File: src/include/uart_params.svh
// UART parameters covering bus widths, FIFO depth and register offsets
`ifndef UART_PARAMS_SVH
`define UART_PARAMS_SVH

// APB bus widths
`define UART_APB_ADDR_W 32
`define UART_APB_DATA_W 32

// Entries in each of the transmit and receive FIFOs
`define UART_FIFO_DEPTH 16

// Width of the bit-period divider register
`define UART_DIV_W 16

// Register offsets
`define UART_CLK_DIV_ADDR 32'h0000_0000
`define UART_CONTROL_ADDR 32'h0000_0004
`define UART_STATUS_ADDR  32'h0000_0008
`define UART_TX_DATA_ADDR 32'h0000_000C
`define UART_RX_DATA_ADDR 32'h0000_0010

`endif

File: src/hw/uart_pkg.sv
// Shared types of the APB UART: bus structs, register fields and the receive word
`include "uart_params.svh"

package uart_pkg;

    // APB request as seen by the slave
    typedef struct packed {
        logic                          psel;
        logic                          penable;
        logic                          pwrite;
        logic [`UART_APB_ADDR_W-1:0]   paddr;
        logic [`UART_APB_DATA_W-1:0]   pwdata;
    } apb_req_t;

    typedef struct packed {
        logic [`UART_APB_DATA_W-1:0]   prdata;
        logic                          pready;
        logic                          pslverr;
    } apb_rsp_t;

    // Control register with parity_even in bit 0
    typedef struct packed {
        logic [`UART_APB_DATA_W-5:0]   rsvd;
        logic                          rx_reset;
        logic                          tx_reset;
        logic                          parity_odd;  // Wins over parity_even when both set
        logic                          parity_even;
    } uart_control_t;

    // Status register with rx_fifo_empty in bit 0
    typedef struct packed {
        logic [`UART_APB_DATA_W-6:0]   rsvd;
        logic                          parity_err;
        logic                          tx_fifo_full;
        logic                          rx_fifo_full;
        logic                          tx_fifo_empty;
        logic                          rx_fifo_empty;
    } uart_status_t;

    // Received byte with its parity check result
    typedef struct packed {
        logic                          parity_err;
        logic [7:0]                    data;
    } rx_word_t;

endpackage

File: src/hw/uart_fifo.sv
// Synchronous valid/ready FIFO with registered full and empty flags
`timescale 1ns/1ps

module uart_fifo #(
    parameter int  DEPTH     = 16,
    parameter type payload_t = logic [7:0]
) (
    input  logic     clk_i,
    input  logic     rstn_i,
    input  payload_t in_data_i,
    input  logic     in_valid_i,
    output logic     in_ready_o,
    output payload_t out_data_o,
    output logic     out_valid_o,
    input  logic     out_ready_i,
    output logic     full_o,
    output logic     empty_o
);

    localparam int PTR_W = (DEPTH > 1) ? $clog2(DEPTH) : 1;
    localparam int CNT_W = $clog2(DEPTH + 1);

    payload_t         mem [DEPTH];
    logic [PTR_W-1:0] wr_ptr;
    logic [PTR_W-1:0] rd_ptr;
    logic [CNT_W-1:0] count;
    logic [CNT_W-1:0] count_nxt;
    logic             push;
    logic             pop;

    assign push        = in_valid_i & ~full_o;
    assign pop         = out_ready_i & ~empty_o;
    assign in_ready_o  = ~full_o;
    assign out_valid_o = ~empty_o;
    assign out_data_o  = mem[rd_ptr];

    always_comb begin
        count_nxt = count;
        if (push && !pop) begin
            count_nxt = count + 1'b1;
        end else if (pop && !push) begin
            count_nxt = count - 1'b1;
        end
    end

    always_ff @(posedge clk_i) begin
        if (push) begin
            mem[wr_ptr] <= in_data_i;
        end
    end

    always_ff @(posedge clk_i) begin
        if (!rstn_i) begin
            wr_ptr  <= '0;
            rd_ptr  <= '0;
            count   <= '0;
            full_o  <= 1'b0;
            empty_o <= 1'b1;
        end else begin
            if (push) begin
                wr_ptr <= (wr_ptr == PTR_W'(DEPTH - 1)) ? '0 : wr_ptr + 1'b1;
            end
            if (pop) begin
                rd_ptr <= (rd_ptr == PTR_W'(DEPTH - 1)) ? '0 : rd_ptr + 1'b1;
            end
            count   <= count_nxt;
            full_o  <= (count_nxt == CNT_W'(DEPTH));  // Flags follow the next occupancy
            empty_o <= (count_nxt == '0);
        end
    end

endmodule

File: src/hw/uart_tx.sv
// UART serializer that sends start, eight data bits LSB first, optional parity and stop
`timescale 1ns/1ps
`include "uart_params.svh"

module uart_tx (
    input  logic                    clk_i,
    input  logic                    rstn_i,
    input  logic [`UART_DIV_W-1:0]  clk_div_i,
    input  uart_pkg::uart_control_t control_i,
    input  logic [7:0]              data_i,
    input  logic                    valid_i,
    output logic                    ready_o,
    output logic                    uart_tx_o
);

    typedef enum logic [2:0] {
        TX_IDLE,
        TX_START,
        TX_DATA,
        TX_PARITY,
        TX_STOP
    } tx_state_e;

    tx_state_e              state;
    logic [`UART_DIV_W-1:0] cnt;
    logic [2:0]             bit_idx;
    logic [7:0]             shreg;
    logic                   par_bit;
    logic                   par_en;
    logic                   bit_end;
    logic                   tx_q;

    assign ready_o   = (state == TX_IDLE);
    assign bit_end   = (cnt >= clk_div_i);  // Each bit lasts divider plus one cycles
    assign par_en    = control_i.parity_even | control_i.parity_odd;
    assign uart_tx_o = tx_q;

    always_ff @(posedge clk_i) begin
        if (valid_i && ready_o) begin
            shreg   <= data_i;
            par_bit <= ^data_i ^ control_i.parity_odd;  // Odd parity inverts the even bit
        end else if (state == TX_DATA && bit_end) begin
            shreg <= shreg >> 1;
        end
    end

    always_ff @(posedge clk_i) begin
        if (!rstn_i) begin
            state   <= TX_IDLE;
            cnt     <= '0;
            bit_idx <= '0;
            tx_q    <= 1'b1;
        end else begin
            cnt <= (state == TX_IDLE || bit_end) ? '0 : cnt + 1'b1;
            case (state)
                TX_IDLE: if (valid_i) begin
                    state <= TX_START;
                    tx_q  <= 1'b0;
                end
                TX_START: if (bit_end) begin
                    state <= TX_DATA;
                    tx_q  <= shreg[0];
                end
                TX_DATA: if (bit_end) begin
                    bit_idx <= bit_idx + 1'b1;  // Wraps back to zero after bit 7
                    if (bit_idx == 3'd7) begin
                        state <= par_en ? TX_PARITY : TX_STOP;
                        tx_q  <= par_en ? par_bit : 1'b1;
                    end else begin
                        tx_q <= shreg[1];
                    end
                end
                TX_PARITY: if (bit_end) begin
                    state <= TX_STOP;
                    tx_q  <= 1'b1;
                end
                TX_STOP: if (bit_end) begin
                    state <= TX_IDLE;
                end
                default: state <= TX_IDLE;
            endcase
        end
    end

endmodule

File: src/hw/uart_rx.sv
// UART deserializer that finds start bits, samples bit centres and checks parity
`timescale 1ns/1ps
`include "uart_params.svh"

module uart_rx (
    input  logic                    clk_i,
    input  logic                    rstn_i,
    input  logic [`UART_DIV_W-1:0]  clk_div_i,
    input  uart_pkg::uart_control_t control_i,
    input  logic                    uart_rx_i,
    output uart_pkg::rx_word_t      word_o,
    output logic                    valid_o,
    input  logic                    ready_i
);

    typedef enum logic [2:0] {
        RX_IDLE,
        RX_START,
        RX_DATA,
        RX_PARITY,
        RX_STOP
    } rx_state_e;

    rx_state_e              state;
    logic [`UART_DIV_W-1:0] cnt;
    logic [2:0]             bit_idx;
    logic [7:0]             shreg;
    logic                   perr;
    logic                   par_en;
    logic                   sample;
    logic                   rx_meta;
    logic                   rx_sync;
    logic                   rx_prev;

    assign par_en = control_i.parity_even | control_i.parity_odd;

    // Start bit is checked after half a period, later bits a full period apart
    assign sample = (state == RX_START) ? (cnt >= (clk_div_i >> 1)) : (cnt >= clk_div_i);

    always_ff @(posedge clk_i) begin
        if (state == RX_IDLE) begin
            perr <= 1'b0;
        end
        if (state == RX_DATA && sample) begin
            shreg <= {rx_sync, shreg[7:1]};
        end
        if (state == RX_PARITY && sample) begin
            perr <= rx_sync ^ (^shreg) ^ control_i.parity_odd;
        end
        if (state == RX_STOP && sample) begin
            word_o.data       <= shreg;
            word_o.parity_err <= perr;
        end
    end

    always_ff @(posedge clk_i) begin
        if (!rstn_i) begin
            rx_meta <= 1'b1;
            rx_sync <= 1'b1;
            rx_prev <= 1'b1;
            state   <= RX_IDLE;
            cnt     <= '0;
            bit_idx <= '0;
            valid_o <= 1'b0;
        end else begin
            rx_meta <= uart_rx_i;
            rx_sync <= rx_meta;
            rx_prev <= rx_sync;
            valid_o <= 1'b0;
            cnt     <= (state == RX_IDLE || sample) ? '0 : cnt + 1'b1;
            case (state)
                RX_IDLE: if (rx_prev && !rx_sync) begin
                    state <= RX_START;
                end
                RX_START: if (sample) begin
                    state <= rx_sync ? RX_IDLE : RX_DATA;  // Glitch shorter than half a bit
                end
                RX_DATA: if (sample) begin
                    bit_idx <= bit_idx + 1'b1;
                    if (bit_idx == 3'd7) begin
                        state <= par_en ? RX_PARITY : RX_STOP;
                    end
                end
                RX_PARITY: if (sample) begin
                    state <= RX_STOP;
                end
                RX_STOP: if (sample) begin
                    state   <= RX_IDLE;
                    valid_o <= ready_i;  // Byte is lost when the FIFO is full
                end
                default: state <= RX_IDLE;
            endcase
        end
    end

endmodule

File: src/hw/uart_apb_regs.sv
// APB register block that holds the UART configuration and bridges data accesses to the FIFOs
`timescale 1ns/1ps
`include "uart_params.svh"

module uart_apb_regs (
    input  logic                      clk_i,
    input  logic                      rstn_i,
    input  uart_pkg::apb_req_t        apb_req_i,
    output uart_pkg::apb_rsp_t        apb_rsp_o,
    output logic [7:0]                tx_data_o,
    output logic                      tx_valid_o,
    input  logic                      tx_ready_i,
    input  uart_pkg::rx_word_t        rx_word_i,
    input  logic                      rx_valid_i,
    output logic                      rx_ready_o,
    input  logic                      tx_fifo_empty_i,
    input  logic                      tx_fifo_full_i,
    input  logic                      rx_fifo_full_i,
    output logic [`UART_DIV_W-1:0]    clk_div_o,
    output uart_pkg::uart_control_t   control_o
);

    logic                   access;
    logic                   wr_en;
    logic                   rd_en;
    logic                   tx_sel;
    logic                   rx_sel;
    uart_pkg::uart_status_t status;

    assign access = apb_req_i.psel & apb_req_i.penable;
    assign wr_en  = access & apb_req_i.pwrite;
    assign rd_en  = access & ~apb_req_i.pwrite;
    assign tx_sel = wr_en && (apb_req_i.paddr == `UART_TX_DATA_ADDR);
    assign rx_sel = rd_en && (apb_req_i.paddr == `UART_RX_DATA_ADDR);

    // Data accesses map straight onto the FIFO streams, APB keeps them stable while stalled
    assign tx_data_o  = apb_req_i.pwdata[7:0];
    assign tx_valid_o = tx_sel;
    assign rx_ready_o = rx_sel;

    always_comb begin
        status               = '0;
        status.rx_fifo_empty = ~rx_valid_i;
        status.tx_fifo_empty = tx_fifo_empty_i;
        status.rx_fifo_full  = rx_fifo_full_i;
        status.tx_fifo_full  = tx_fifo_full_i;
        status.parity_err    = rx_valid_i & rx_word_i.parity_err;  // Flag of the head byte
    end

    always_comb begin
        apb_rsp_o        = '0;
        apb_rsp_o.pready = 1'b1;
        if (tx_sel) begin
            apb_rsp_o.pready = tx_ready_i;
        end else if (rx_sel) begin
            apb_rsp_o.pready = rx_valid_i;
        end

        if (rd_en) begin
            case (apb_req_i.paddr)
                `UART_CLK_DIV_ADDR: apb_rsp_o.prdata[`UART_DIV_W-1:0] = clk_div_o;
                `UART_CONTROL_ADDR: apb_rsp_o.prdata = control_o;
                `UART_STATUS_ADDR:  apb_rsp_o.prdata = status;
                `UART_RX_DATA_ADDR: apb_rsp_o.prdata[7:0] = rx_word_i.data;
                default: ;
            endcase
        end
    end

    always_ff @(posedge clk_i) begin
        if (!rstn_i) begin
            clk_div_o <= '0;
            control_o <= '0;
        end else if (wr_en) begin
            case (apb_req_i.paddr)
                `UART_CLK_DIV_ADDR: clk_div_o <= apb_req_i.pwdata[`UART_DIV_W-1:0];
                `UART_CONTROL_ADDR: control_o <= apb_req_i.pwdata;
                default: ;
            endcase
        end
    end

endmodule

File: src/hw/apb_uart.sv
// APB UART top level with register block, transmit and receive FIFOs and the serial engines
`timescale 1ns/1ps
`include "uart_params.svh"

module apb_uart (
    input  logic               clk_i,
    input  logic               rstn_i,
    input  uart_pkg::apb_req_t apb_req_i,
    output uart_pkg::apb_rsp_t apb_rsp_o,
    input  logic               uart_rx_i,
    output logic               uart_tx_o
);

    logic [`UART_DIV_W-1:0]  clk_div;
    uart_pkg::uart_control_t control;
    logic                    tx_rstn;
    logic                    rx_rstn;
    logic [7:0]              tx_wr_data;
    logic                    tx_wr_valid;
    logic                    tx_wr_ready;
    logic [7:0]              ser_data;
    logic                    ser_valid;
    logic                    ser_ready;
    uart_pkg::rx_word_t      des_word;
    logic                    des_valid;
    logic                    des_ready;
    uart_pkg::rx_word_t      rx_rd_word;
    logic                    rx_rd_valid;
    logic                    rx_rd_ready;
    logic                    tx_fifo_empty;
    logic                    tx_fifo_full;
    logic                    rx_fifo_full;

    // Software can hold either path in reset through the control register
    assign tx_rstn = rstn_i & ~control.tx_reset;
    assign rx_rstn = rstn_i & ~control.rx_reset;

    uart_apb_regs u_regs (
        .clk_i           (clk_i),
        .rstn_i          (rstn_i),
        .apb_req_i       (apb_req_i),
        .apb_rsp_o       (apb_rsp_o),
        .tx_data_o       (tx_wr_data),
        .tx_valid_o      (tx_wr_valid),
        .tx_ready_i      (tx_wr_ready),
        .rx_word_i       (rx_rd_word),
        .rx_valid_i      (rx_rd_valid),
        .rx_ready_o      (rx_rd_ready),
        .tx_fifo_empty_i (tx_fifo_empty),
        .tx_fifo_full_i  (tx_fifo_full),
        .rx_fifo_full_i  (rx_fifo_full),
        .clk_div_o       (clk_div),
        .control_o       (control)
    );

    uart_fifo #(
        .DEPTH     (`UART_FIFO_DEPTH),
        .payload_t (logic [7:0])
    ) u_tx_fifo (
        .clk_i       (clk_i),
        .rstn_i      (tx_rstn),
        .in_data_i   (tx_wr_data),
        .in_valid_i  (tx_wr_valid),
        .in_ready_o  (tx_wr_ready),
        .out_data_o  (ser_data),
        .out_valid_o (ser_valid),
        .out_ready_i (ser_ready),
        .full_o      (tx_fifo_full),
        .empty_o     (tx_fifo_empty)
    );

    uart_fifo #(
        .DEPTH     (`UART_FIFO_DEPTH),
        .payload_t (uart_pkg::rx_word_t)
    ) u_rx_fifo (
        .clk_i       (clk_i),
        .rstn_i      (rx_rstn),
        .in_data_i   (des_word),
        .in_valid_i  (des_valid),
        .in_ready_o  (des_ready),
        .out_data_o  (rx_rd_word),
        .out_valid_o (rx_rd_valid),
        .out_ready_i (rx_rd_ready),
        .full_o      (rx_fifo_full),
        .empty_o     ()  // Status takes receive empty from the output valid
    );

    uart_tx u_tx (
        .clk_i     (clk_i),
        .rstn_i    (tx_rstn),
        .clk_div_i (clk_div),
        .control_i (control),
        .data_i    (ser_data),
        .valid_i   (ser_valid),
        .ready_o   (ser_ready),
        .uart_tx_o (uart_tx_o)
    );

    uart_rx u_rx (
        .clk_i     (clk_i),
        .rstn_i    (rx_rstn),
        .clk_div_i (clk_div),
        .control_i (control),
        .uart_rx_i (uart_rx_i),
        .word_o    (des_word),
        .valid_o   (des_valid),
        .ready_i   (des_ready)
    );

endmodule

File: config.mk
export PLATFORM = sky130hd
export DESIGN_NAME = apb_uart
export DESIGN_NICKNAME = d
export VERILOG_FILES = /design/src/hw/uart_pkg.sv /design/src/hw/uart_fifo.sv /design/src/hw/uart_tx.sv /design/src/hw/uart_rx.sv /design/src/hw/uart_apb_regs.sv /design/src/hw/apb_uart.sv
export VERILOG_INCLUDE_DIRS = /design/src /design/src/include
export SDC_FILE = /design/constraint.sdc
export NUM_CORES = 1
export LEC_CHECK = 0
export BUFFER_PORTS_ARGS = -buffer_cell sky130_fd_sc_hd__buf_2
export CAP_MARGIN = 20
export CORE_AREA = 3 3 181 183
export CTS_BUF_LIST = sky130_fd_sc_hd__clkbuf_16
export CTS_CLUSTER_SIZE = 25
export DETAILED_ROUTE_END_ITERATION = 12
export DIE_AREA = 0 0 184 186
export PLACE_DENSITY = 0.89
export SLEW_MARGIN = 20
export SYNTH_ARGS = -nofsm -noshare
export SYNTH_HDL_FRONTEND = slang
export SYNTH_SLANG_ARGS = --single-unit
export TNS_END_PERCENT = 1
File: constraint.sdc
create_clock -name clk_i -period 6.8 [get_ports clk_i]
set_clock_uncertainty 0.2 [all_clocks]
set_input_delay 2.04 -clock clk_i [delete_from_list [all_inputs] [get_ports clk_i]]
set_output_delay 2.04 -clock clk_i [all_outputs]
set_load 0.005 [all_outputs]
# After elaboration in Yosys (flattened, before gate mapping)
# Memories as Yosys holds them, arrays and structs flattened. A register that Yosys moved wholly into a read port is not among the register bits.
# Cells that the tools add are included.
# classes
add_sub_neg,12
multipliers,0
div_mod_pow,0
n_lt_le_gt_ge,3
eq_ne,32
shifts,0
muxes,50
n_bitwise,23
reduce_logical,39
# ops
cell,count
"== test 32 x 4 -> 1 bit, second input constant",2
two-way mux 3 bit,13
"adder 16 x 1 -> 16 bit, second input constant",2
"== test 32 x 3 -> 1 bit, second input constant",1
"== test 32 x 5 -> 1 bit, second input constant",1
>= comparator 16 bit,2
zero test 32 bit,1
two-way mux 32 bit,1
two-way mux 4 bit,8
one-hot mux 8 bit (4 select lines),1
one-hot mux 3 bit (5 select lines),2
two-way mux 5 bit,4
"adder 4 x 1 -> 4 bit, second input constant",4
"== test 4 bit, second input constant",4
>= comparator 16 x 15 -> 1 bit,1
two-way mux 16 bit,1
two-way mux 8 bit,2
"!= test 2 x 1 -> 1 bit, second input constant",8
one-hot mux 8 bit (2 select lines),1
parity 8 bit,2
two-way mux 1 bit,15
"== test 3 x 2 -> 1 bit, second input constant",4
"== test 3 bit, second input constant",4
logical AND 1 bit,12
other kinds (23),63
# totals
reg_bits,154
latch_bits,0
ram_bits,272
mem_bits_ro,0
inputBits,70
word_cells,194
n_memories,2
# mem_list
name,words,width,read_ports,rd_clocked_by_memory_dff,wr,line_no,rtl
u_rx_fifo.mem,16,9,1,1,1,uart_fifo.sv:23,payload_t mem [DEPTH];
u_tx_fifo.mem,16,8,1,1,1,uart_fifo.sv:23,

# Longest topological paths before layout
# logic_depth
word_depth,9
mapped_depth,12
mapped_depth_nobuf,10

# By module
# Synthesis repeated with hierarchy kept, for this count alone.
# hier_totals
cells_unflattened,1395
hier_area_um2,19437.4
# modules_own_cells
module,instances,cells_each,area_each_um2
uart_fifo at u_rx_fifo,1,318,6550.0
uart_fifo at u_tx_fifo,1,296,5815.6
uart_apb_regs,1,314,2680.1
uart_rx,1,247,2447.3
uart_tx,1,218,1916.8
apb_uart,1,2,27.5

# Least setup slack after synthesis
# No wires, ideal clock.
# synth_path
path_kind,input -> output
start,input apb_req_i[33] (netlist name)
end,output apb_rsp_o[8] (netlist name)
t_arrival_ps,3830
t_required_ps,4560
setup_slack_ps,730
stages,8
n_path_buf,2
path_cell_list,nor4_1 -> nand4_1 -> nor3_2 -> and2_1 -> buf_2 -> buf_1 -> a222oi_1 -> nor2_1
# synth_rtl
element,line_no,rtl
start: declaration,apb_uart.sv:8,"input uart_pkg::apb_req_t apb_req_i,"
end: declaration,apb_uart.sv:9,"output uart_pkg::apb_rsp_t apb_rsp_o,"

==> metrics <==
DRT antenna net count 0; EDFF count, synth 299; nets 1623; Final Hold Fails 0; status finished clean; post-CTS setup buffer count 0; Post-Syn Nets 1521; Cell variety after synth 61; Max Fclk 161 MHz; vias in the first global route 12000; PostCTS Resize Cnt 0; final-report max-slew violation count 0; DRC viols 0; HP Start u_rx.rx_meta; asr flop ratio synth 0; worst hold path depth 1; cells after synthesis 1384; Die Span Y 186 µm; total CTS buffers 42; Initial DRC Count 1141; maximum fanout along the worst path 28; max cap viols 0; Warnings, synthesis 0; VDD IR max 0.238 mV; Final Wtd Congestion 0.868; met2 global-route usage 0.451; I/O Buffers 103; largest family of logic cells by synthesized area simple AND/OR/NAND/NOR gates; core area 0.0314 mm²; placed instance area 0.0196 mm²; Hold Path Sink u_rx.rx_sync; most used routing layer met2; io pins 105; most frequent cell after synthesis edfxtp_1; Slew headroom 0.221; Yosys reg bits 434; final hold slack 0.211 ns; grt ovf 0; hpwl dp 28700 µm; met1 usage 0.323; CTS Hold Bufs 0; footprint of the multi-input gates 0.00664 mm²; DRT Wirelength 43400 µm; Post-Synth Simple-Gate Area 0.112; share of layout cells above drive strength 1 0.189; Starting Density 0.595; Total GRT Usage 0.256; drt first pass iters 8; clock sinks 434; Avg Cell Area, Syn 13.5 µm²; Slew @ Worst Pin 1.16 ns; worst reg2reg setup slack 3.31 ns; post-layout min period 6.22 ns; antenna violations before repair 2; Avg WL per Cell 22.6 µm; RSZ-0062 raised after global routing no; pwr/cell area 283 mW/mm²; Main synth FF type edfxtp_1; synth top area cells edfxtp_1 48%, dfxtp_1 14%, mux4_2 9.6%; post-synthesis adder-cell area fraction 0.0448; post-synthesis sequential area ratio 0.625; CTS root buf clkbuf_16; first-pass GRT wire length 67200 µm; Worst Path Required 4.56 ns; post-synthesis mux area share 0.102; crit path launch type input pin; CTS H-tree lvls 2; static leakage 0.00717 µW; die width 184 µm; register area 0.0117 mm²; final instance area 0.0210 mm²; Vias 11900; die footprint 0.0342 mm²; CP arrival 3.98 ns; Compound-Gate Fraction of Synth Area 0.0645; fill count 2081; slowest stage delay, CP 0.31 ns; Synth top area share 0.480; CP Class in -> out; most frequent cells after synthesis 299 x edfxtp_1, 158 x nand2_1, 135 x dfxtp_1; worst path cell trace buf_2, nor4_1, nand4_1, buf_4, nor3_2, and2_1, buf_4, a222oi_1, nor2_1, buf_2; R2R depth 10; # rows 65; fin crit share 0.914; GRT met3 Usage 0.0502; area grow syn2layout 12.1%; Clock Latency Late Sink 0.54 ns; type of destination of the critical path output port; TNS Setup 0 ns; Finish-stage setup viols 0; reg-to-reg startpoint u_regs.clk_div_o[9]; CTS tree built; vias per std cell 6.20; Total Power 5930 µW; xor/xnor share of the synthesized area 0.0286; Synth Cell Area 0.0187 mm²; Hold Crit Class reg -> reg; CP max stage cell nor4_1; worst-case clock buffer depth 3; pin count of the biggest net entering global routing 52; worst reg2reg endpoint u_rx.cnt[13]; area leader, netlist edfxtp_1; Worst-path clk slew 0.07 ns
## critical path: cells and delay by family
kind | cells | cell delay [ns]
buffers and inverters | 4 | 0.72
and+or+nand+nor | 5 | 1.08
AOI/OAI and AO/OA | 1 | 0.12
## registers in the layout (all words and copies together), names as in the netlist, 4 cells and up, named ones only
register,count
u_rx_fifo.mem,144
u_tx_fifo.mem,128
u_regs.control_o,32
u_regs.clk_div_o,16
u_rx.cnt,16
u_tx.cnt,16
u_rx.word_o,9
u_rx.shreg,8
u_tx.shreg,8
u_rx_fifo.count,5
u_tx_fifo.count,5
u_rx_fifo.rd_ptr,4
u_rx_fifo.wr_ptr,4
u_tx_fifo.rd_ptr,4
u_tx_fifo.wr_ptr,4
## worst max-delay path by stage
| stage | startpoint | cells after the start | slack [ns] | endpoint |
|---|---|---|---|---|
| 6_report | apb_req_i[53] | 10 | 0.58 | apb_rsp_o[8] |
| 5_1_grt | apb_req_i[53] | 10 | 0.46 | apb_rsp_o[9] |
| 4_1_cts | apb_req_i[45] | 9 | 0.62 | apb_rsp_o[8] |
| 3_5_place_dp | apb_req_i[45] | 9 | 0.63 | apb_rsp_o[8] |
| 3_3_place_gp | apb_req_i[33] | 9 | 0.69 | apb_rsp_o[9] |
| 2_1_floorplan | apb_req_i[33] | 8 | 0.73 | apb_rsp_o[8] |
## cells in the final DEF, fill, tap and decap left out, drive strengths merged, types with 43 or more instances in the layout
| cell | Yosys | final |
|---|---|---|
| clkbuf | 43 | 43 |
| dfxtp | 135 | 135 |
| a21boi | 49 | 49 |
| ha | 67 | 67 |
| inv | 35 | 43 |
| edfxtp | 299 | 299 |
| nor2 | 129 | 129 |
| buf | 22 | 123 |
| nand2 | 158 | 158 |
| mux4 | 80 | 80 |
## cell type report
cell class,count,share of cell area
well taps,402,0.0240
clock buffers,43,0.0514
clock inverters,35,0.0116
flip-flops and latches,434,0.558
multi-input cells,850,0.317
inverters,35,0.00627
repair buffers,123,0.0318
diodes,2,0.000239
## metal layers
| layer | share of wire | vias up |
|---|---|---|
| met2 | 0.51 | 573 |
| met5 | 0 | - |
| met4 | 0.030 | 0 |
| met3 | 0.080 | 102 |
| met1 | 0.38 | 5900 |
| li1 | - | 5352 |
## kinds of logic (layout without fill, tap and decap cells)
kind of cell	after synthesis	after routing
buffers and inverters	100	236
xor gates and xnor gates	61	61
muxes	91	91
DFF	434	434
AOI/OAI and AO/OA	177	177
adders and majority gates	67	67
and+or+nand+nor	453	453
other	1	3
## stage by stage
step / utilization / instances / setup WS, ns
finish: 0.667 / 1924 / 0.583
global route: 0.667 / 1924 / 0.460
global placement: 0.625 / 1844 / 0.695
detailed placement: 0.625 / 1844 / 0.627
CTS: 0.667 / 1922 / 0.621
floorplan: - / 1384 / 0.730
## power breakdown
group / internal, µW / switching (µW)
sequential: 2910 / 93.0
clock: 1230 / 978
combinational: 319 / 389
Note: power is estimated with default switching activity, not from simulation.
